### src/common/lsu_pkg.sv
package lsu_pkg;

    // --------------------------------------------------
    // widths
    // --------------------------------------------------
    localparam int xlen = 64;
    localparam int ilen = 32;
    localparam int addr_size = 16;

    // byte address without the 3 offset bits.
    localparam int aligned_addr_size = 13;

    // --------------------------------------------------
    // cache geometry
    // --------------------------------------------------
    localparam int cache_index_bits = 4;
    localparam int cache_entries = 1 << cache_index_bits;

    // --------------------------------------------------
    // memory and bus
    // --------------------------------------------------
    // words backed by storage, anything above answers slverr.
    localparam int mem_words = 4096;
    localparam int mem_index_bits = $clog2(mem_words);

    localparam logic [1:0] resp_okay = 2'b00;
    localparam logic [1:0] resp_slverr = 2'b10;

    // arbiter grant encodings.
    localparam logic peer_lsu = 1'b0;
    localparam logic peer_fetch = 1'b1;

endpackage

### src/source/basic_cache.sv
`timescale 1ns/1ps

module basic_cache #(
    parameter type payload_t = logic [63:0],
    parameter int addr_bits = lsu_pkg::aligned_addr_size
) (
    input  logic clk,
    input  logic rst,
    input  logic write_enable,
    input  logic [addr_bits-1:0] waddr,
    input  payload_t wdata,
    input  logic [addr_bits-1:0] raddr,
    output payload_t rdata,
    output logic lookup_valid
);

    logic [lsu_pkg::cache_entries-1:0] valid_bits;
    logic [addr_bits-1:lsu_pkg::cache_index_bits] tags [lsu_pkg::cache_entries];
    payload_t data [lsu_pkg::cache_entries];
    logic [lsu_pkg::cache_index_bits-1:0] widx;
    logic [lsu_pkg::cache_index_bits-1:0] ridx;
    logic bypass;

    assign widx = waddr[lsu_pkg::cache_index_bits-1:0];
    assign ridx = raddr[lsu_pkg::cache_index_bits-1:0];
    assign bypass = write_enable && waddr == raddr;

    always_ff @(posedge clk) begin
        if (rst) begin
            valid_bits <= '0;
        end else if (write_enable) begin
            valid_bits[widx] <= 1'b1;
        end
    end

    always_ff @(posedge clk) begin
        if (write_enable) begin
            tags[widx] <= waddr[addr_bits-1:lsu_pkg::cache_index_bits];
            data[widx] <= wdata;
        end
    end

    // registered read, same-address write is forwarded.
    always_ff @(posedge clk) begin
        rdata <= bypass ? wdata : data[ridx];
    end

    always_ff @(posedge clk) begin
        if (rst) begin
            lookup_valid <= 1'b0;
        end else begin
            lookup_valid <= bypass || (valid_bits[ridx] &&
                tags[ridx] == raddr[addr_bits-1:lsu_pkg::cache_index_bits]);
        end
    end

endmodule

### src/source/fetch_unit.sv
`timescale 1ns/1ps

module fetch_unit (
    input  logic clk,
    input  logic rst,
    input  logic fetch_req,
    input  logic [lsu_pkg::addr_size-3:0] fetch_addr,
    output logic fetch_done,
    output logic [lsu_pkg::ilen-1:0] fetch_instr,
    output logic fetch_fault,
    output logic arvalid,
    input  logic arready,
    output logic [lsu_pkg::addr_size-1:0] araddr,
    input  logic rvalid,
    output logic rready,
    input  logic [lsu_pkg::xlen-1:0] rdata,
    input  logic [1:0] rresp
);

    typedef enum logic [1:0] {f_idle, f_check, f_addr, f_data} state_t;

    state_t state;
    logic [lsu_pkg::addr_size-3:0] addr_buf;
    logic [lsu_pkg::ilen-1:0] bus_half;
    logic [lsu_pkg::ilen-1:0] cache_rdata;
    logic cache_hit;
    logic cache_we;

    always_ff @(posedge clk) begin
        if (fetch_req) begin
            addr_buf <= fetch_addr;
        end
    end

    always_ff @(posedge clk) begin
        if (rst) begin
            state <= f_idle;
        end else if (fetch_req) begin
            state <= f_check;
        end else begin
            case (state)
                f_check: state <= cache_hit ? f_idle : (arready ? f_data : f_addr);
                f_addr: state <= arready ? f_data : f_addr;
                f_data: state <= rvalid ? f_idle : f_data;
                default: state <= f_idle;
            endcase
        end
    end

    // low address bit picks the half of the 64-bit word.
    assign bus_half = addr_buf[0] ? rdata[63:32] : rdata[31:0];

    assign fetch_done = (state == f_check && cache_hit) || (state == f_data && rvalid);
    assign fetch_instr = state == f_data ? bus_half : cache_rdata;
    assign fetch_fault = state == f_data && rresp != lsu_pkg::resp_okay;
    assign cache_we = state == f_data && rvalid && rresp == lsu_pkg::resp_okay;

    assign arvalid = (state == f_check && !cache_hit) || state == f_addr;
    assign araddr = {addr_buf[lsu_pkg::addr_size-3:1], 3'b000};
    assign rready = state == f_data;

    basic_cache #(
        .payload_t(logic [lsu_pkg::ilen-1:0]),
        .addr_bits(lsu_pkg::addr_size - 2)
    ) u_icache (
        .clk(clk),
        .rst(rst),
        .write_enable(cache_we),
        .waddr(addr_buf),
        .wdata(bus_half),
        .raddr(fetch_req ? fetch_addr : addr_buf),
        .rdata(cache_rdata),
        .lookup_valid(cache_hit)
    );

endmodule

### config.mk
export PLATFORM = sky130hd
export DESIGN_NAME = fetch_unit
export DESIGN_NICKNAME = d
export VERILOG_FILES = /design/src/common/lsu_pkg.sv /design/src/source/basic_cache.sv /design/src/source/fetch_unit.sv
export SDC_FILE = /design/constraint.sdc
export NUM_CORES = 1
export LEC_CHECK = 0
export BUFFER_PORTS_ARGS = -buffer_cell sky130_fd_sc_hd__buf_2
export CAP_MARGIN = 0
export CORE_MARGIN = 2
export CORE_UTILIZATION = 45
export DETAILED_ROUTE_END_ITERATION = 8
export PLACE_DENSITY = 0.69
export REMOVE_ABC_BUFFERS = 1
export SLEW_MARGIN = 25
export SYNTH_ARGS = -nofsm -noshare
export SYNTH_HDL_FRONTEND = slang
export SYNTH_HIERARCHICAL = 1
export SYNTH_SLANG_ARGS = --single-unit
### constraint.sdc
create_clock -name clk -period 14.9 [get_ports clk]
set_clock_uncertainty 0.05 [all_clocks]
set_input_delay 0.745 -clock clk [delete_from_list [all_inputs] [get_ports clk]]
set_output_delay 0.745 -clock clk [all_outputs]
set_load 0.005 [all_outputs]
==> flow_summary.ini <==
[logic_synthesis]
synth-xor-area-share = 0.008111
synth-compound-area-share = 0.005965
yosys.area_share.simple = 0.01536
synth_cell_types = 51
synth_edf_count = 672
yosysWarnings = 6
synth_top_family_by_area = multiplexers
muxShareOfSynthArea = 0.2128
synth_ff_type = edfxtp_1
synthArstFlopShare = 0
synth-seq-area-share = 0.7367
synth_area_leader_cell = edfxtp_1
syn_area_per_cell_um2 = 22.50
synthAdderAreaFrac = 0
synthCells = 1296
synth_seq_cells = 737
yosysMostFrequentCell = edfxtp_1
synth_area_leaders = edfxtp_1 69%, mux4_2 16%, dfxtp_1 4.5%
syn_area_um2 = 29160
synth_common_cells = 672 x edfxtp_1, 202 x mux4_2, 65 x dfxtp_1, 58 x mux2_4, 53 x mux2_2
synth_top_area_frac = 0.6921

[timing]
tightest_slew_ns = 1.110
post-route-min-period_ns = 4.324
hold_viol = 0
slew_headroom = 0.2598
setup_tns_ns = 0
grt_setup_unrepaired = no
period_share = 0.2902
setup_viol = 0
timing.fmax_ghz = 0.2313
fin_ws_ns = 10.58
maxSlewViolCount = 0

[routing]
dr.pass1.iters = 5
first_iter_violations = 1392
drc = 0
routed_wl_um = 62200
postRouteAntennaNets = 0
dr_total_vias = 13470
viasPerCell = 5.704
wl_per_cell_um = 26.33

[worst_setup_path]
slowest_stage = dfxtp_4
cp_num_cells = 8
critPathLaunchType = flip-flop
crit_arrival_ns = 4.81
endpoint_kind = flip-flop
critical_path_class = reg2reg
required_ns = 15.39
crit_chain = mux2_8 -> buf_12 -> mux4_2 -> mux2i_1 -> a21oi_1 -> xor2_1 -> a2111oi_1 -> a41o_1
critical_path_buf_inv_count = 1
cpPeakStageDelay_ns = 0.96
cp_top_family = multiplexers
r2r_cells = 8
critPathMaxFanout = 109

[layout]
syn2layout_area_growth_pct = 13.19
final_cells = 2362
nNetsFinal = 1533
drive_gt1_frac = 0.3988
n_antenna_cell = 0
fillers = 4992

[floorplan]
dieHeight_um = 258.5
die_w_um = 258.5
die-area_um2 = 66850
io_pins = 137
start_util = 0.4539
rows = 93
coreArea_um2 = 64230

[clock_network]
cts_setup_buffers = 0
cts_buffers = 72
insertion_delay_ns = 0.61
cts_tree = yes
clock_path_buffers = 3
root_buffer = clkbuf_16
cts_resized = 0
ctsHoldBuffers = 0
htreeDepth = 3
cts.sinks = 737
path_clk_slew_ns = 0.06

[power_and_ir_drop]
p_per_area_nw_per_um2 = 136.4
p_leak_nw = 10.74
pwr-share-comb = 0.087
power.switching_mw = 0.9653
swShare = 0.2144
p_int_mw = 3.537
ir_drop_uv = 78.21
clockPowerShare = 0.394
sequentialPowerShare = 0.519

[grt]
grt_pass1_wl_um = 91850
grt_max_degree = 110
grt_antenna_before_repair = 0
grt_overflow_total = 0
grtUsageTotal = 0.1886
grt_pass1_vias = 13870

[outcome]
status = finished clean

[place]
gp_congestion = 0.7326
post-place-ws_ns = 9.817
io_buffers = 133
place_inst = 2228
dp_hpwl_um = 32160

[worst_hold_path]
hold_class = reg2reg
hold_depth = 2

[run]
cap_violations = 0
logic make-up after synthesis:
| group | Yosys count |
|---|---|
| mux | 327 |
| compound gates | 26 |
| other cells | 1 |
| xor+xnor | 27 |
| flops | 737 |
| buf+inv | 87 |
| simple gates | 91 |
stage by stage:
step / hold WS, ns / util / cell area (µm²) / total power, mW
3_3_place_gp: 0.3938 / 0.4773 / 30660 / 2.771
2_1_floorplan: 0.3848 / - / 28570 / 2.662
6_report: 0.4223 / 0.5138 / 33000 / 4.502
3_5_place_dp: 0.4080 / 0.4773 / 30660 / 2.780
5_1_grt: 0.4264 / 0.5138 / 33000 / 4.650
4_1_cts: 0.3993 / 0.5135 / 32980 / 4.540
layer usage:
layer / global-route usage / vias to the layer above / wire, µm
met5: 0 / - / 0
met4: 0.06005 / 0 / 1426
met3: 0.02866 / 100 / 3893
met2: 0.3032 / 510 / 30520
met1: 0.2679 / 7167 / 26360
li1: - / 5697 / -
cell type report:
class	instances	area, µm²	area share
clock inverter	24	188.9	0.005725
inverter	4	15.01	0.0004549
sequential	737	21480	0.6510
tap	855	1070	0.03241
timing repair buffer	159	885.9	0.02684
multi-input combinational	474	7224	0.2189
clock buffer	109	2135	0.06468
registers in the layout, indices dropped and copies added, names as in the netlist:
name	flops
addr_buf	14
u_icache/lookup_valid	1
u_icache/data	512
u_icache/valid_bits	16
u_icache/tags	160
u_icache/rdata	32
state	2
placed cells by master, fill, tap and decap left out, drive strengths merged, types with 2 or more instances in the layout:
cell type,synthesis,layout
edfxtp,672,672
mux4,205,205
buf,73,159
mux2,111,111
clkbuf,10,109
dfxtp,65,65
nor2,52,52
clkinv,0,16
xnor2,14,14
xor2,13,13
mux2i,11,11
a21oi,10,10
inv,4,7
nor2b,6,6
nor3,6,6
nand4,5,5
nand3b,4,4
o21ai,3,3
conb,1,3
clkinvlp,0,3
nand2,3,3
or3b,2,2
a211oi,2,2
bufinv,0,2
nand2b,2,2
and2,2,2
worst reg2reg max path: stages (launching register included):
cell       delay, ns
dfxtp_4         0.96
mux2_8          0.76
buf_12          0.71
mux4_2          0.75
mux2i_1         0.15
a21oi_1         0.15
xor2_1          0.22
a2111oi_1       0.29
a41o_1          0.21
power by group through the flow:
| stage | Sequential [mW] | Combinational [mW] | Clock, mW |
|---|---|---|---|
| after floorplan | 2.37 | 0.294 | 0 |
| after CTS | 2.34 | 0.400 | 1.80 |
| final | 2.34 | 0.392 | 1.77 |
| after global placement | 2.38 | 0.391 | 0 |
| after global routing | 2.34 | 0.426 | 1.88 |
| after detailed placement | 2.38 | 0.399 | 0 |
path summary, 6_finish.rpt:
| check | start | endpoint | slack (ns) |
|---|---|---|---|
| max | addr_buf[0] | u_icache/lookup_valid | 10.58 |
| max reg2reg | addr_buf[0] | u_icache/lookup_valid | 10.58 |
| min | u_icache/valid_bits[4] | u_icache/valid_bits[4] | 0.42 |
| min reg2reg | u_icache/valid_bits[4] | u_icache/valid_bits[4] | 0.42 |
(Power assumes the default switching activity.)
