File: src/common/lsu_pkg.sv
package lsu_pkg;

    // --------------------------------------------------
    // widths
    // --------------------------------------------------
    localparam int xlen = 64;
    localparam int ilen = 32;
    localparam int addr_size = 16;

    // byte address without the 3 offset bits.
    localparam int aligned_addr_size = 13;

    // --------------------------------------------------
    // cache geometry
    // --------------------------------------------------
    localparam int cache_index_bits = 4;
    localparam int cache_entries = 1 << cache_index_bits;

    // --------------------------------------------------
    // memory and bus
    // --------------------------------------------------
    // words backed by storage, anything above answers slverr.
    localparam int mem_words = 4096;
    localparam int mem_index_bits = $clog2(mem_words);

    localparam logic [1:0] resp_okay = 2'b00;
    localparam logic [1:0] resp_slverr = 2'b10;

    // arbiter grant encodings.
    localparam logic peer_lsu = 1'b0;
    localparam logic peer_fetch = 1'b1;

endpackage

File: src/source/bus_arbiter.sv
`timescale 1ns/1ps

module bus_arbiter (
    input  logic clk,
    input  logic rst,
    // load/store peer
    input  logic lsu_arvalid,
    output logic lsu_arready,
    input  logic [lsu_pkg::addr_size-1:0] lsu_araddr,
    output logic lsu_rvalid,
    input  logic lsu_rready,
    output logic [lsu_pkg::xlen-1:0] lsu_rdata,
    output logic [1:0] lsu_rresp,
    input  logic lsu_awvalid,
    output logic lsu_awready,
    input  logic [lsu_pkg::addr_size-1:0] lsu_awaddr,
    input  logic lsu_wvalid,
    output logic lsu_wready,
    input  logic [lsu_pkg::xlen-1:0] lsu_wdata,
    input  logic [lsu_pkg::xlen/8-1:0] lsu_wstrb,
    output logic lsu_bvalid,
    input  logic lsu_bready,
    output logic [1:0] lsu_bresp,
    // fetch peer, read only
    input  logic fetch_arvalid,
    output logic fetch_arready,
    input  logic [lsu_pkg::addr_size-1:0] fetch_araddr,
    output logic fetch_rvalid,
    input  logic fetch_rready,
    output logic [lsu_pkg::xlen-1:0] fetch_rdata,
    output logic [1:0] fetch_rresp,
    // memory
    output logic mem_arvalid,
    input  logic mem_arready,
    output logic [lsu_pkg::addr_size-1:0] mem_araddr,
    input  logic mem_rvalid,
    output logic mem_rready,
    input  logic [lsu_pkg::xlen-1:0] mem_rdata,
    input  logic [1:0] mem_rresp,
    output logic mem_awvalid,
    input  logic mem_awready,
    output logic [lsu_pkg::addr_size-1:0] mem_awaddr,
    output logic mem_wvalid,
    input  logic mem_wready,
    output logic [lsu_pkg::xlen-1:0] mem_wdata,
    output logic [lsu_pkg::xlen/8-1:0] mem_wstrb,
    input  logic mem_bvalid,
    output logic mem_bready,
    input  logic [1:0] mem_bresp
);

    logic busy;
    logic owner;
    logic sel;
    logic lsu_req;
    logic lsu_sel;
    logic fetch_sel;
    logic last_beat;

    assign lsu_req = lsu_arvalid || lsu_awvalid || lsu_wvalid;
    assign last_beat = (mem_rvalid && mem_rready) || (mem_bvalid && mem_bready);

    // fixed priority while idle, lsu wins a tie.
    assign sel = busy ? owner : (lsu_req ? lsu_pkg::peer_lsu : lsu_pkg::peer_fetch);
    assign lsu_sel = sel == lsu_pkg::peer_lsu;
    assign fetch_sel = sel == lsu_pkg::peer_fetch;

    always_ff @(posedge clk) begin
        if (rst) begin
            busy <= 1'b0;
            owner <= lsu_pkg::peer_lsu;
        end else if (!busy && (lsu_req || fetch_arvalid)) begin
            busy <= 1'b1;
            owner <= sel;
        end else if (busy && last_beat) begin
            busy <= 1'b0;
        end
    end

    // --------------------------------------------------
    // routing toward memory
    // --------------------------------------------------
    assign mem_arvalid = lsu_sel ? lsu_arvalid : fetch_arvalid;
    assign mem_araddr = lsu_sel ? lsu_araddr : fetch_araddr;
    assign mem_rready = lsu_sel ? lsu_rready : fetch_rready;
    assign mem_awvalid = lsu_sel && lsu_awvalid;
    assign mem_awaddr = lsu_awaddr;
    assign mem_wvalid = lsu_sel && lsu_wvalid;
    assign mem_wdata = lsu_wdata;
    assign mem_wstrb = lsu_wstrb;
    assign mem_bready = lsu_sel && lsu_bready;

    // --------------------------------------------------
    // routing back to the peers
    // --------------------------------------------------
    assign lsu_arready = lsu_sel && mem_arready;
    assign lsu_rvalid = lsu_sel && mem_rvalid;
    assign lsu_rdata = mem_rdata;
    assign lsu_rresp = mem_rresp;
    assign lsu_awready = lsu_sel && mem_awready;
    assign lsu_wready = lsu_sel && mem_wready;
    assign lsu_bvalid = lsu_sel && mem_bvalid;
    assign lsu_bresp = mem_bresp;
    assign fetch_arready = fetch_sel && mem_arready;
    assign fetch_rvalid = fetch_sel && mem_rvalid;
    assign fetch_rdata = mem_rdata;
    assign fetch_rresp = mem_rresp;

endmodule

File: config.mk
export PLATFORM = sky130hd
export DESIGN_NAME = bus_arbiter
export DESIGN_NICKNAME = d
export VERILOG_FILES = /design/src/common/lsu_pkg.sv /design/src/source/bus_arbiter.sv
export SDC_FILE = /design/constraint.sdc
export NUM_CORES = 1
export LEC_CHECK = 0
export BUFFER_PORTS_ARGS = -buffer_cell sky130_fd_sc_hd__buf_2
export CAP_MARGIN = 10
export CORE_AREA = 3 3 176 178
export CTS_BUF_LIST = sky130_fd_sc_hd__clkbuf_4 sky130_fd_sc_hd__clkbuf_8 sky130_fd_sc_hd__clkbuf_16
export CTS_CLUSTER_SIZE = 30
export DETAILED_ROUTE_END_ITERATION = 16
export DIE_AREA = 0 0 179 181
export SYNTH_ARGS = -nofsm -noshare
export SYNTH_HDL_FRONTEND = slang
export SYNTH_SLANG_ARGS = --single-unit
File: constraint.sdc
create_clock -name clk -period 2.2 [get_ports clk]
set_clock_uncertainty 0.1 [all_clocks]
set_input_delay 0.33 -clock clk [delete_from_list [all_inputs] [get_ports clk]]
set_output_delay 0.33 -clock clk [all_outputs]
set_load 0.05 [all_outputs]
==> impl_metrics.env <==
export IMPL_result_of_the_run="completed"
export IMPL_grt_util_all_layers_pct=4.33
export IMPL_cts_sink_count=2
export IMPL_critPathSlowestCell="sky130_fd_sc_hd__mux2_2"
export IMPL_total_congestion_overflow_after_global_routing=0
export IMPL_vias=980
export IMPL_crit_buf_inv=3
export IMPL_finalPower_w=0.000632
export IMPL_cp_data_required_time_ns=1.77
export IMPL_routedWlPerCell_um=15.4
export IMPL_core_area_um2=29600
export IMPL_power_density_nw_per_um2=451
export IMPL_power_share_clock_pct=43.1
export IMPL_synthToLayoutAreaGrowth_pct=-34.0
export IMPL_regToRegSetupSlack_ns=1.05
export IMPL_post_drt_via_cell_ratio=1.93
export IMPL_post_route_period_util_pct=95.5
export IMPL_total_i_o_pin_count=452
export IMPL_die_width_um=179
export IMPL_final_layout_size_suffix_gt1_share_pct=83.2
export IMPL_global_route_wire_length_before_repair_um=9250
export IMPL_cellLeakagePower_nw=0.540
export IMPL_synth_edff_count=0
export IMPL_cp_end_kind="output port"
export IMPL_number_of_antenna_violations_at_the_first_check_in_global_routing=6
export IMPL_reported_max_cap_violation_count=0
export IMPL_synthCells=265
export IMPL_syn_avg_cell_area_um2=8.00
export IMPL_power_share_of_the_combinational_group_pct=50.1
export IMPL_cp_cell_sequence="inv_2 > mux2i_4 > buf_12 > mux2_2 > buf_2"
export IMPL_cts_tree="yes"
export IMPL_multiInputGateArea_um2=385
export IMPL_cts_repair_timing_setup_buffer_count=0
export IMPL_holdCritPathClass="input port to flip-flop"
export IMPL_max_freq_mhz=476
export IMPL_synth_seq_area_share_pct=1.89
export IMPL_number_of_buffers_added_by_the_clock_tree_synthesis_step=3
export IMPL_netlist_top_cells_area="sky130_fd_sc_hd__buf_4 79%, sky130_fd_sc_hd__mux2_4 7.1%, sky130_fd_sc_hd__mux2_2 4.2%"
export IMPL_cts_clk_slew_worst_paths_ns=0.03
export IMPL_synthMostInstantiatedCell="sky130_fd_sc_hd__buf_4"
export IMPL_n_fill_cell=3512
export IMPL_die_h_um=181
export IMPL_intPower_w=0.000383
export IMPL_mappedNetlistArea_um2=2120
export IMPL_ys_flop_type="sky130_fd_sc_hd__dfxtp_1"
export IMPL_maxSlewViolCount=0
export IMPL_worst_pin_slew_ns=0.260
export IMPL_drcViolationCount=0
export IMPL_fin_setup_tns_ns=0
export IMPL_cpPeakStageDelay_ns=0.35
export IMPL_finalHoldViolations=0
export IMPL_setup_viol=0
export IMPL_cts_hold_buffers_added=0
export IMPL_yosys_register_bits=2
export IMPL_critical_path_top_delay_family="multiplexers"
export IMPL_num_nets_final=323
export IMPL_critical_path_max_fanout=17
export IMPL_design_die_area_um2=32400
export IMPL_via_count_of_the_first_global_routing_pass=1070
export IMPL_crit_arrival_ns=1.67
export IMPL_drt_first_pass_iters=2
export IMPL_floorplan_rows=63
export IMPL_finalWirelength_um=7840
export IMPL_clk_path_buf_depth=2
export IMPL_clk_insertion_delay_late_ns=0.22
export IMPL_placement_io_buffers=73
export IMPL_pin_count_of_the_biggest_net_entering_global_routing=18
export IMPL_netlist_cell_type_count=16
export IMPL_cts_repair_resize_count=0
export IMPL_ys_warn_count=0
export IMPL_timing_critical_path_from_type="flip-flop"
export IMPL_grt_setup_unrepaired="no"
export IMPL_max_vdd_ir_drop_uv=554
export IMPL_cts_root_buf="sky130_fd_sc_hd__clkbuf_16"
export IMPL_ff_latch_area_um2=40.0
export IMPL_switch_share_pct=39.4
export IMPL_p_seq_share_pct=6.8
export IMPL_proportion_of_register_bits_with_asynchronous_set_or_reset_after_synthesis_pct=0
export IMPL_synth_top_area_cell="sky130_fd_sc_hd__buf_4"
export IMPL_synthesis_nets=467
export IMPL_route_antenna_remaining_nets=0
export IMPL_crit_type="flip-flop to output port"
export IMPL_slew_headroom_pct=82.8
export IMPL_synth_top_cells_by_count="222 x sky130_fd_sc_hd__buf_4, 10 x sky130_fd_sc_hd__mux2_4, 8 x sky130_fd_sc_hd__and2_1, 8 x sky130_fd_sc_hd__mux2_2"
export IMPL_switching_power_w=0.000249
export IMPL_fin_crit_period_ns=2.10
export IMPL_synth_top_area_share_pct=78.6
export IMPL_last_weighted_congestion_value_of_the_routability_driven_placer=0.641
export IMPL_floorplan_initialDensity_pct=7.17
export IMPL_dr_first_iter_drc_count=17
export IMPL_cts_htree_levels=1
export IMPL_insertedDiodeCount=0
==> power groups by stage <==
| stage | combinational [W] | clock [W] | sequential, W |
|---|---|---|---|
| after floorplan | 0.00131 | 0 | 0.0000425 |
| after global placement | 0.000320 | 0 | 0.0000432 |
| after detailed placement | 0.000321 | 0 | 0.0000433 |
| after CTS | 0.000322 | 0.000276 | 0.0000428 |
| after global routing | 0.000335 | 0.000283 | 0.0000433 |
| final | 0.000317 | 0.000273 | 0.0000429 |
==> sequential cells by signal (all words and copies together), names as in the netlist <==
register	cells
busy	1
owner	1
==> placed cells by master, fill, tap and decap left out, types with 2 or more instances in the layout <==
master and n:
sky130_fd_sc_hd__buf_2 72, sky130_fd_sc_hd__mux2_4 10, sky130_fd_sc_hd__mux2_2 8, sky130_fd_sc_hd__and2_1 8, sky130_fd_sc_hd__clkbuf_16 3, sky130_fd_sc_hd__nor2b_1 2, sky130_fd_sc_hd__a21oi_1 2, sky130_fd_sc_hd__nor2_1 2
sky130_fd_sc_hd__a221oi_1 2, sky130_fd_sc_hd__dfxtp_1 2, sky130_fd_sc_hd__buf_12 2
==> path summary, 6_finish.rpt <==
check / depth (start not counted) / endpoint / from
min reg2reg: 1 / busy / busy
min: 2 / busy / rst
max reg2reg: 3 / busy / owner
max: 5 / mem_araddr[2] / busy
==> logic make-up after synthesis <==
logic type	after synthesis	share of synthesized area (%)
compound gates	4	1.30
buf+inv	225	79.9
flops	2	1.89
mux	19	12.4
simple gates	15	4.48
==> through the flow <==
step | worst slack, ns | instance area (µm²) | cells | hold WS [ns] | util [%]
6_report | 0.0986 | 1400 | 509 | 0.202 | 4.74
5_1_grt | 0.0299 | 1400 | 509 | 0.213 | 4.74
4_1_cts | 0.0696 | 1400 | 509 | 0.201 | 4.74
3_5_place_dp | 0.229 | 1330 | 506 | 0.422 | 4.48
3_3_place_gp | 0.247 | 1330 | 506 | 0.414 | 4.48
2_1_floorplan | 0.163 | 2120 | 265 | 0.309 | -
==> metal layers <==
| layer | track usage (%) | share of wire [%] |
|---|---|---|
| met1 | 1.36 | 12 |
| met3 | 5.15 | 30 |
| met2 | 7.01 | 44 |
| met4 | 5.64 | 14 |
| met5 | 0.772 | 0 |
==> final cells by class <==
class                      instances  area share, %
tap                              390           34.9
timing repair buffer              75           29.1
multi-input combinational         38           27.5
clock buffer                       3           5.36
sequential                         2           2.86
inverter                           1          0.268
Note: power is estimated with default switching activity, not from simulation.
