<file path="src/common/lsu_pkg.sv">
package lsu_pkg;

    // --------------------------------------------------
    // widths
    // --------------------------------------------------
    localparam int xlen = 64;
    localparam int ilen = 32;
    localparam int addr_size = 16;

    // byte address without the 3 offset bits.
    localparam int aligned_addr_size = 13;

    // --------------------------------------------------
    // cache geometry
    // --------------------------------------------------
    localparam int cache_index_bits = 4;
    localparam int cache_entries = 1 << cache_index_bits;

    // --------------------------------------------------
    // memory and bus
    // --------------------------------------------------
    // words backed by storage, anything above answers slverr.
    localparam int mem_words = 4096;
    localparam int mem_index_bits = $clog2(mem_words);

    localparam logic [1:0] resp_okay = 2'b00;
    localparam logic [1:0] resp_slverr = 2'b10;

    // arbiter grant encodings.
    localparam logic peer_lsu = 1'b0;
    localparam logic peer_fetch = 1'b1;

endpackage

</file>
<file path="src/load_store/load_store.sv">
`timescale 1ns/1ps

module load_store (
    input  logic clk,
    input  logic rst,
    input  logic prev_stalled,
    output logic stall_next,
    input  logic [lsu_pkg::aligned_addr_size-1:0] addr,
    output logic access_fault,
    input  logic do_load,
    output logic [lsu_pkg::xlen-1:0] load_data,
    input  logic do_store,
    input  logic [lsu_pkg::xlen-1:0] store_data,
    input  logic [lsu_pkg::xlen/8-1:0] store_mask,
    output logic arvalid,
    input  logic arready,
    output logic [lsu_pkg::addr_size-1:0] araddr,
    input  logic rvalid,
    output logic rready,
    input  logic [lsu_pkg::xlen-1:0] rdata,
    input  logic [1:0] rresp,
    output logic awvalid,
    input  logic awready,
    output logic [lsu_pkg::addr_size-1:0] awaddr,
    output logic wvalid,
    input  logic wready,
    output logic [lsu_pkg::xlen-1:0] wdata,
    output logic [lsu_pkg::xlen/8-1:0] wstrb,
    input  logic bvalid,
    output logic bready,
    input  logic [1:0] bresp
);

    typedef enum logic [2:0] {
        s_idle,
        s_load_check,
        s_load_addr,
        s_load_data,
        s_store_check,
        s_store_wait
    } state_t;

    state_t state;
    logic [lsu_pkg::aligned_addr_size-1:0] addr_buf;
    logic [lsu_pkg::xlen-1:0] store_data_buf;
    logic [lsu_pkg::xlen/8-1:0] store_mask_buf;
    logic start_load;
    logic start_store;
    logic accept;
    logic done;
    logic cache_we;
    logic cache_hit;
    logic [lsu_pkg::aligned_addr_size-1:0] cache_raddr;
    logic [lsu_pkg::xlen-1:0] cache_wdata;
    logic [lsu_pkg::xlen-1:0] cache_rdata;

    // --------------------------------------------------
    // request handshake
    // --------------------------------------------------
    assign start_load = !prev_stalled && do_load && !do_store;
    assign start_store = !prev_stalled && do_store && !do_load;

    // next request may start in the cycle the current one ends.
    assign accept = (state == s_idle || done) && (start_load || start_store);

    always_comb begin
        case (state)
            s_load_check: done = cache_hit;
            s_load_data: done = rvalid;
            s_store_wait: done = bvalid;
            default: done = 1'b0;
        endcase
    end

    assign stall_next = !done;
    assign load_data = state == s_load_data ? rdata : cache_rdata;
    assign access_fault = (state == s_load_data && rresp != lsu_pkg::resp_okay) ||
                          (state == s_store_wait && bresp != lsu_pkg::resp_okay);

    always_ff @(posedge clk) begin
        if (accept) begin
            addr_buf <= addr;
            store_data_buf <= store_data;
            store_mask_buf <= store_mask;
        end
    end

    always_ff @(posedge clk) begin
        if (rst) begin
            state <= s_idle;
        end else if (accept) begin
            state <= start_load ? s_load_check : s_store_check;
        end else if (done) begin
            state <= s_idle;
        end else begin
            case (state)
                s_load_check, s_load_addr: state <= arready ? s_load_data : s_load_addr;
                s_store_check: state <= s_store_wait;
                default: state <= state;
            endcase
        end
    end

    // --------------------------------------------------
    // data cache
    // --------------------------------------------------
    // lookup for a new request uses the incoming address.
    assign cache_raddr = accept ? addr : addr_buf;

    always_comb begin
        cache_we = 1'b0;
        cache_wdata = rdata;
        if (state == s_load_data) begin
            cache_we = rvalid && rresp == lsu_pkg::resp_okay;
        end else if (state == s_store_check) begin
            // no allocate unless the store covers the whole word.
            cache_we = cache_hit || &store_mask_buf;
            for (int i = 0; i < lsu_pkg::xlen / 8; i++) begin
                cache_wdata[i*8 +: 8] = store_mask_buf[i] ? store_data_buf[i*8 +: 8]
                                                          : cache_rdata[i*8 +: 8];
            end
        end
    end

    basic_cache #(
        .payload_t(logic [lsu_pkg::xlen-1:0]),
        .addr_bits(lsu_pkg::aligned_addr_size)
    ) u_dcache (
        .clk(clk),
        .rst(rst),
        .write_enable(cache_we),
        .waddr(addr_buf),
        .wdata(cache_wdata),
        .raddr(cache_raddr),
        .rdata(cache_rdata),
        .lookup_valid(cache_hit)
    );

    // --------------------------------------------------
    // bus side
    // --------------------------------------------------
    assign arvalid = (state == s_load_check && !cache_hit) || state == s_load_addr;
    assign araddr = {addr_buf, 3'b000};
    assign rready = state == s_load_data;
    assign awaddr = {addr_buf, 3'b000};
    assign wdata = store_data_buf;
    assign wstrb = store_mask_buf;
    assign bready = state == s_store_wait;

    // write-through, aw and w go out the cycle after accept.
    always_ff @(posedge clk) begin
        if (rst) begin
            awvalid <= 1'b0;
            wvalid <= 1'b0;
        end else if (accept && start_store) begin
            awvalid <= 1'b1;
            wvalid <= 1'b1;
        end else begin
            if (awready) begin
                awvalid <= 1'b0;
            end
            if (wready) begin
                wvalid <= 1'b0;
            end
        end
    end

endmodule

</file>
<file path="src/source/basic_cache.sv">
`timescale 1ns/1ps

module basic_cache #(
    parameter type payload_t = logic [63:0],
    parameter int addr_bits = lsu_pkg::aligned_addr_size
) (
    input  logic clk,
    input  logic rst,
    input  logic write_enable,
    input  logic [addr_bits-1:0] waddr,
    input  payload_t wdata,
    input  logic [addr_bits-1:0] raddr,
    output payload_t rdata,
    output logic lookup_valid
);

    logic [lsu_pkg::cache_entries-1:0] valid_bits;
    logic [addr_bits-1:lsu_pkg::cache_index_bits] tags [lsu_pkg::cache_entries];
    payload_t data [lsu_pkg::cache_entries];
    logic [lsu_pkg::cache_index_bits-1:0] widx;
    logic [lsu_pkg::cache_index_bits-1:0] ridx;
    logic bypass;

    assign widx = waddr[lsu_pkg::cache_index_bits-1:0];
    assign ridx = raddr[lsu_pkg::cache_index_bits-1:0];
    assign bypass = write_enable && waddr == raddr;

    always_ff @(posedge clk) begin
        if (rst) begin
            valid_bits <= '0;
        end else if (write_enable) begin
            valid_bits[widx] <= 1'b1;
        end
    end

    always_ff @(posedge clk) begin
        if (write_enable) begin
            tags[widx] <= waddr[addr_bits-1:lsu_pkg::cache_index_bits];
            data[widx] <= wdata;
        end
    end

    // registered read, same-address write is forwarded.
    always_ff @(posedge clk) begin
        rdata <= bypass ? wdata : data[ridx];
    end

    always_ff @(posedge clk) begin
        if (rst) begin
            lookup_valid <= 1'b0;
        end else begin
            lookup_valid <= bypass || (valid_bits[ridx] &&
                tags[ridx] == raddr[addr_bits-1:lsu_pkg::cache_index_bits]);
        end
    end

endmodule

</file>
<file path="config.mk">
export PLATFORM = sky130hd
export DESIGN_NAME = load_store
export DESIGN_NICKNAME = d
export VERILOG_FILES = /design/src/common/lsu_pkg.sv /design/src/load_store/load_store.sv /design/src/source/basic_cache.sv
export SDC_FILE = /design/constraint.sdc
export NUM_CORES = 1
export LEC_CHECK = 0
export BUFFER_PORTS_ARGS = -buffer_cell sky130_fd_sc_hd__buf_2
export CAP_MARGIN = 10
export CORE_MARGIN = 2
export CORE_UTILIZATION = 45
export CTS_BUF_LIST = sky130_fd_sc_hd__clkbuf_4 sky130_fd_sc_hd__clkbuf_8 sky130_fd_sc_hd__clkbuf_16
export CTS_CLUSTER_DIAMETER = 200
export DETAILED_ROUTE_END_ITERATION = 7
export PLACE_DENSITY_LB_ADDON = 0.2
export SKIP_CTS_REPAIR_TIMING = 1
export SYNTH_ARGS = -nofsm -noshare
export SYNTH_HDL_FRONTEND = slang
export SYNTH_HIERARCHICAL = 1
export SYNTH_SLANG_ARGS = --single-unit
</file>
<file path="constraint.sdc">
create_clock -name clk -period 12.1 [get_ports clk]
set_input_delay 1.815 -clock clk [delete_from_list [all_inputs] [get_ports clk]]
set_output_delay 1.815 -clock clk [all_outputs]
set_load 0.02 [all_outputs]
</file>
==> metrics.txt <==
die area between 0.1 and 0.15 mm^2; Nets 3093; WS Path Type input pin to register; TritonCTS Sinks 1339; DRT Wirelength between 100 and 150 mm; part of the power in combinational logic between 20% and 30%; Required @ worst endpoint approximately 13000 ps; vias per cell 5.670; TNS Setup 0 ps; Slew HR between 20% and 30%; First DRT Iteration DRCs ~2400; Cell Chain, Critical Path buf_2 > a32oi_2 > a211oi_4 > buf_4 > buf_4 > mux2_2 > inv_4 > buf_4 > mux2i_1 > xnor2_1 > o2111ai_1 > o41ai_2; Worst Path Arrival between 7000 and 8000 ps; slowest stage delay, CP between 800 and 900 ps; post-route ant nets 0; Root Driver clkbuf_16; fmax 153.0 MHz; Clock Skews 26.87 ps; flops & latches, synth 1339; fin cells approximately 4600; commonest cells in the netlist edfxtp_1, mux4_2, nand2_1; clock power share 29.4%; Area growth syn-to-layout 15.63%; Synth area leader edfxtp_1; met1 wire length about 52 mm; Synthesis Warnings 6; Setup crit end kind register; clock buffer depth 3; Die H 345.1 um; Flop pwr share 41.4%; crit path time final 6535 ps; final total power ~14 mW; clock latency on the worst-skew pair approximately 740 ps; status finished, final reports clean; drt wl/cell 27.21 um; worst r2r path cells 12; CTS buffer count 140; worst hold path depth 2; Final HPWL DP around 67 mm; max_cap viols 0; CP Depth 12; antenna violations before repair 2; gr ovfl total 0; EDFF count, synth roughly 1200; layout cells sized above 1 roughly 37%; highest metal used met4; core area 0.1157 mm^2; first-pass GRT wire length 182.6 mm; most numerous cell in the Yosys netlist edfxtp_1; metal2 WL 64.13 mm; period utilization around 54%; clock slew at reported path FFs 60 ps; RePlAce Congestion about 0.77; DR WL met3 6.037 mm; # port buffers 331; Psw roughly 4.4 mW; CP Max Fanout 50; RSZ-0062 raised after global routing no; Slowest cell on crit path buf_4; WP buf/inv 5; Internal 10.05 mW; Pins Over Slew Limit 0; FFs w/ async S/R, synth 0%; First-pass DRT Iterations 7; fill count between 9000 and 10000; # DRC 0; CP top delay family buffers and inverters; Yosys cell types 60; Hold Fails Final Rpt 0; GRT Total Usage roughly a fifth; largest cells by area after synthesis edfxtp_1, mux4_2, dfxtp_1, mux2i_1, mux2_2; startpoint type of the worst setup path input pin; worst vdd ir approximately 0.2 mV; Die Wd ~350 um; CP most frequent cell buf_4; CTS tree yes; Vias 25920; H-tree Lvls 4; Cells after DPL roughly 4300; Syn Std Cell Area between 0.05 and 0.06 mm^2; post-synth top area share just over 70%; slew at the pin closest to its max-slew limit 1193 ps; PwrDens about 240 mW/mm^2; share of the yosys chip area belonging to registers 74.91%; initial core utilization between 40% and 50%; Hold WC Path Type register to register; Avg Inst Size Synth between 20 and 25 um^2; largest net degree at the start of global routing around 110; Lkg Pwr between 20 and 25 nW; Net Sw Frac roughly 30%; I/O pins around 340; vias in the first global route roughly 27000; number of cells produced by synthesis 2523; row cnt 125; # setup viols final 0; Top FF cell, synth edfxtp_1
layout make-up:
class,instances,area [um^2],area share (%)
inverters,5,21.27,0.03514
clock inverters,77,711.9,1.176
multi-input cells,1030,12500,20.65
diodes,1,2.502,0.004134
well taps,1524,1907,3.150
repair buffers,414,2296,3.793
clock buffers,181,3877,6.405
flip-flops and latches,1339,39220,64.78
placed cells by master (no fill, tap or decap), types with 25 or more instances in the layout:
master | netlist | final
buf_4 | 21 | 81
a21oi_1 | 71 | 68
edfxtp_1 | 1240 | 1240
mux4_2 | 354 | 354
clkinv_2 | 0 | 25
mux2i_1 | 83 | 83
dfxtp_1 | 99 | 99
clkbuf_16 | 0 | 142
buf_2 | 52 | 331
mux2_2 | 71 | 68
nand2_1 | 206 | 205
clkbuf_4 | 0 | 34
nor2_1 | 120 | 108
flip-flops by register name, indices dropped and copies added (netlist names):
signal and flops:
addr_buf 13, wstrb 8, u_dcache/data 1024, wdata 64, u_dcache/lookup_valid 1, u_dcache/rdata 64, u_dcache/valid_bits 16, awvalid 1
wvalid 1, u_dcache/tags 144, state 3
stage by stage:
step | hold WS (ps) | utilization, % | worst slack, ps | cell area (um^2)
finish | 475.5 | 52.31 | 5565 | 60540
global route | 501.2 | 52.31 | 5239 | 60540
CTS | 472.3 | 52.14 | 5477 | 60340
detailed placement | 459.4 | 48.17 | 4710 | 55750
global placement | 446.1 | 48.17 | 4909 | 55750
floorplan | 434.8 | - | 3630 | 52370
power by group through the flow:
stage	Sequential [mW]	Combinational, mW	Clock, mW
final	5.97	4.20	4.24
after global placement	6.07	4.13	0
after floorplan	5.98	3.16	0
after global routing	6.00	4.53	4.50
after CTS	5.99	4.23	4.32
after detailed placement	6.08	4.21	0
worst paths after layout:
check,startpoint,to,slack (ps)
worst max-delay path,rvalid,u_dcache/lookup_valid$_SDFF_PP0_,5560
worst min-delay path,u_dcache/valid_bits[9]$_SDFFE_PP0P_,u_dcache/valid_bits[9]$_SDFFE_PP0P_,480
worst max register to register,state[0]$_SDFFE_PP0P_,u_dcache/lookup_valid$_SDFF_PP0_,5880
worst min register to register,u_dcache/valid_bits[9]$_SDFFE_PP0P_,u_dcache/valid_bits[9]$_SDFFE_PP0P_,480
worst register-to-register path, stage by stage (launching register included):
cell,delay (ps)
dfxtp_1,550
nor2b_4,320
a32oi_2,170
a211oi_4,340
buf_4,560
buf_4,890
mux2_2,600
inv_4,760
buf_4,820
mux2i_1,410
xnor2_1,180
o2111ai_1,170
o41ai_2,370
per-layer routing:
| metal | track usage [%] | up-vias |
|---|---|---|
| met2 | 36.21 | 779 |
| met5 | 0 | - |
| met3 | 3.097 | 166 |
| li1 | - | 11090 |
| met1 | 27.65 | 13890 |
| met4 | 5.675 | 0 |
kinds of logic (layout without fill, tap and decap cells):
| logic type | Yosys count | after routing | synth area share, % |
|---|---|---|---|
| compound gates | 101 | 101 | 1.171 |
| xor+xnor | 23 | 23 | 0.3848 |
| buf+inv | 159 | 677 | 1.565 |
| flops | 1339 | 1339 | 74.91 |
| mux | 524 | 524 | 18.97 |
| other cells | 1 | 7 | 0.007163 |
| simple gates | 376 | 376 | 2.992 |
Power figures use the tool's default switching activity.
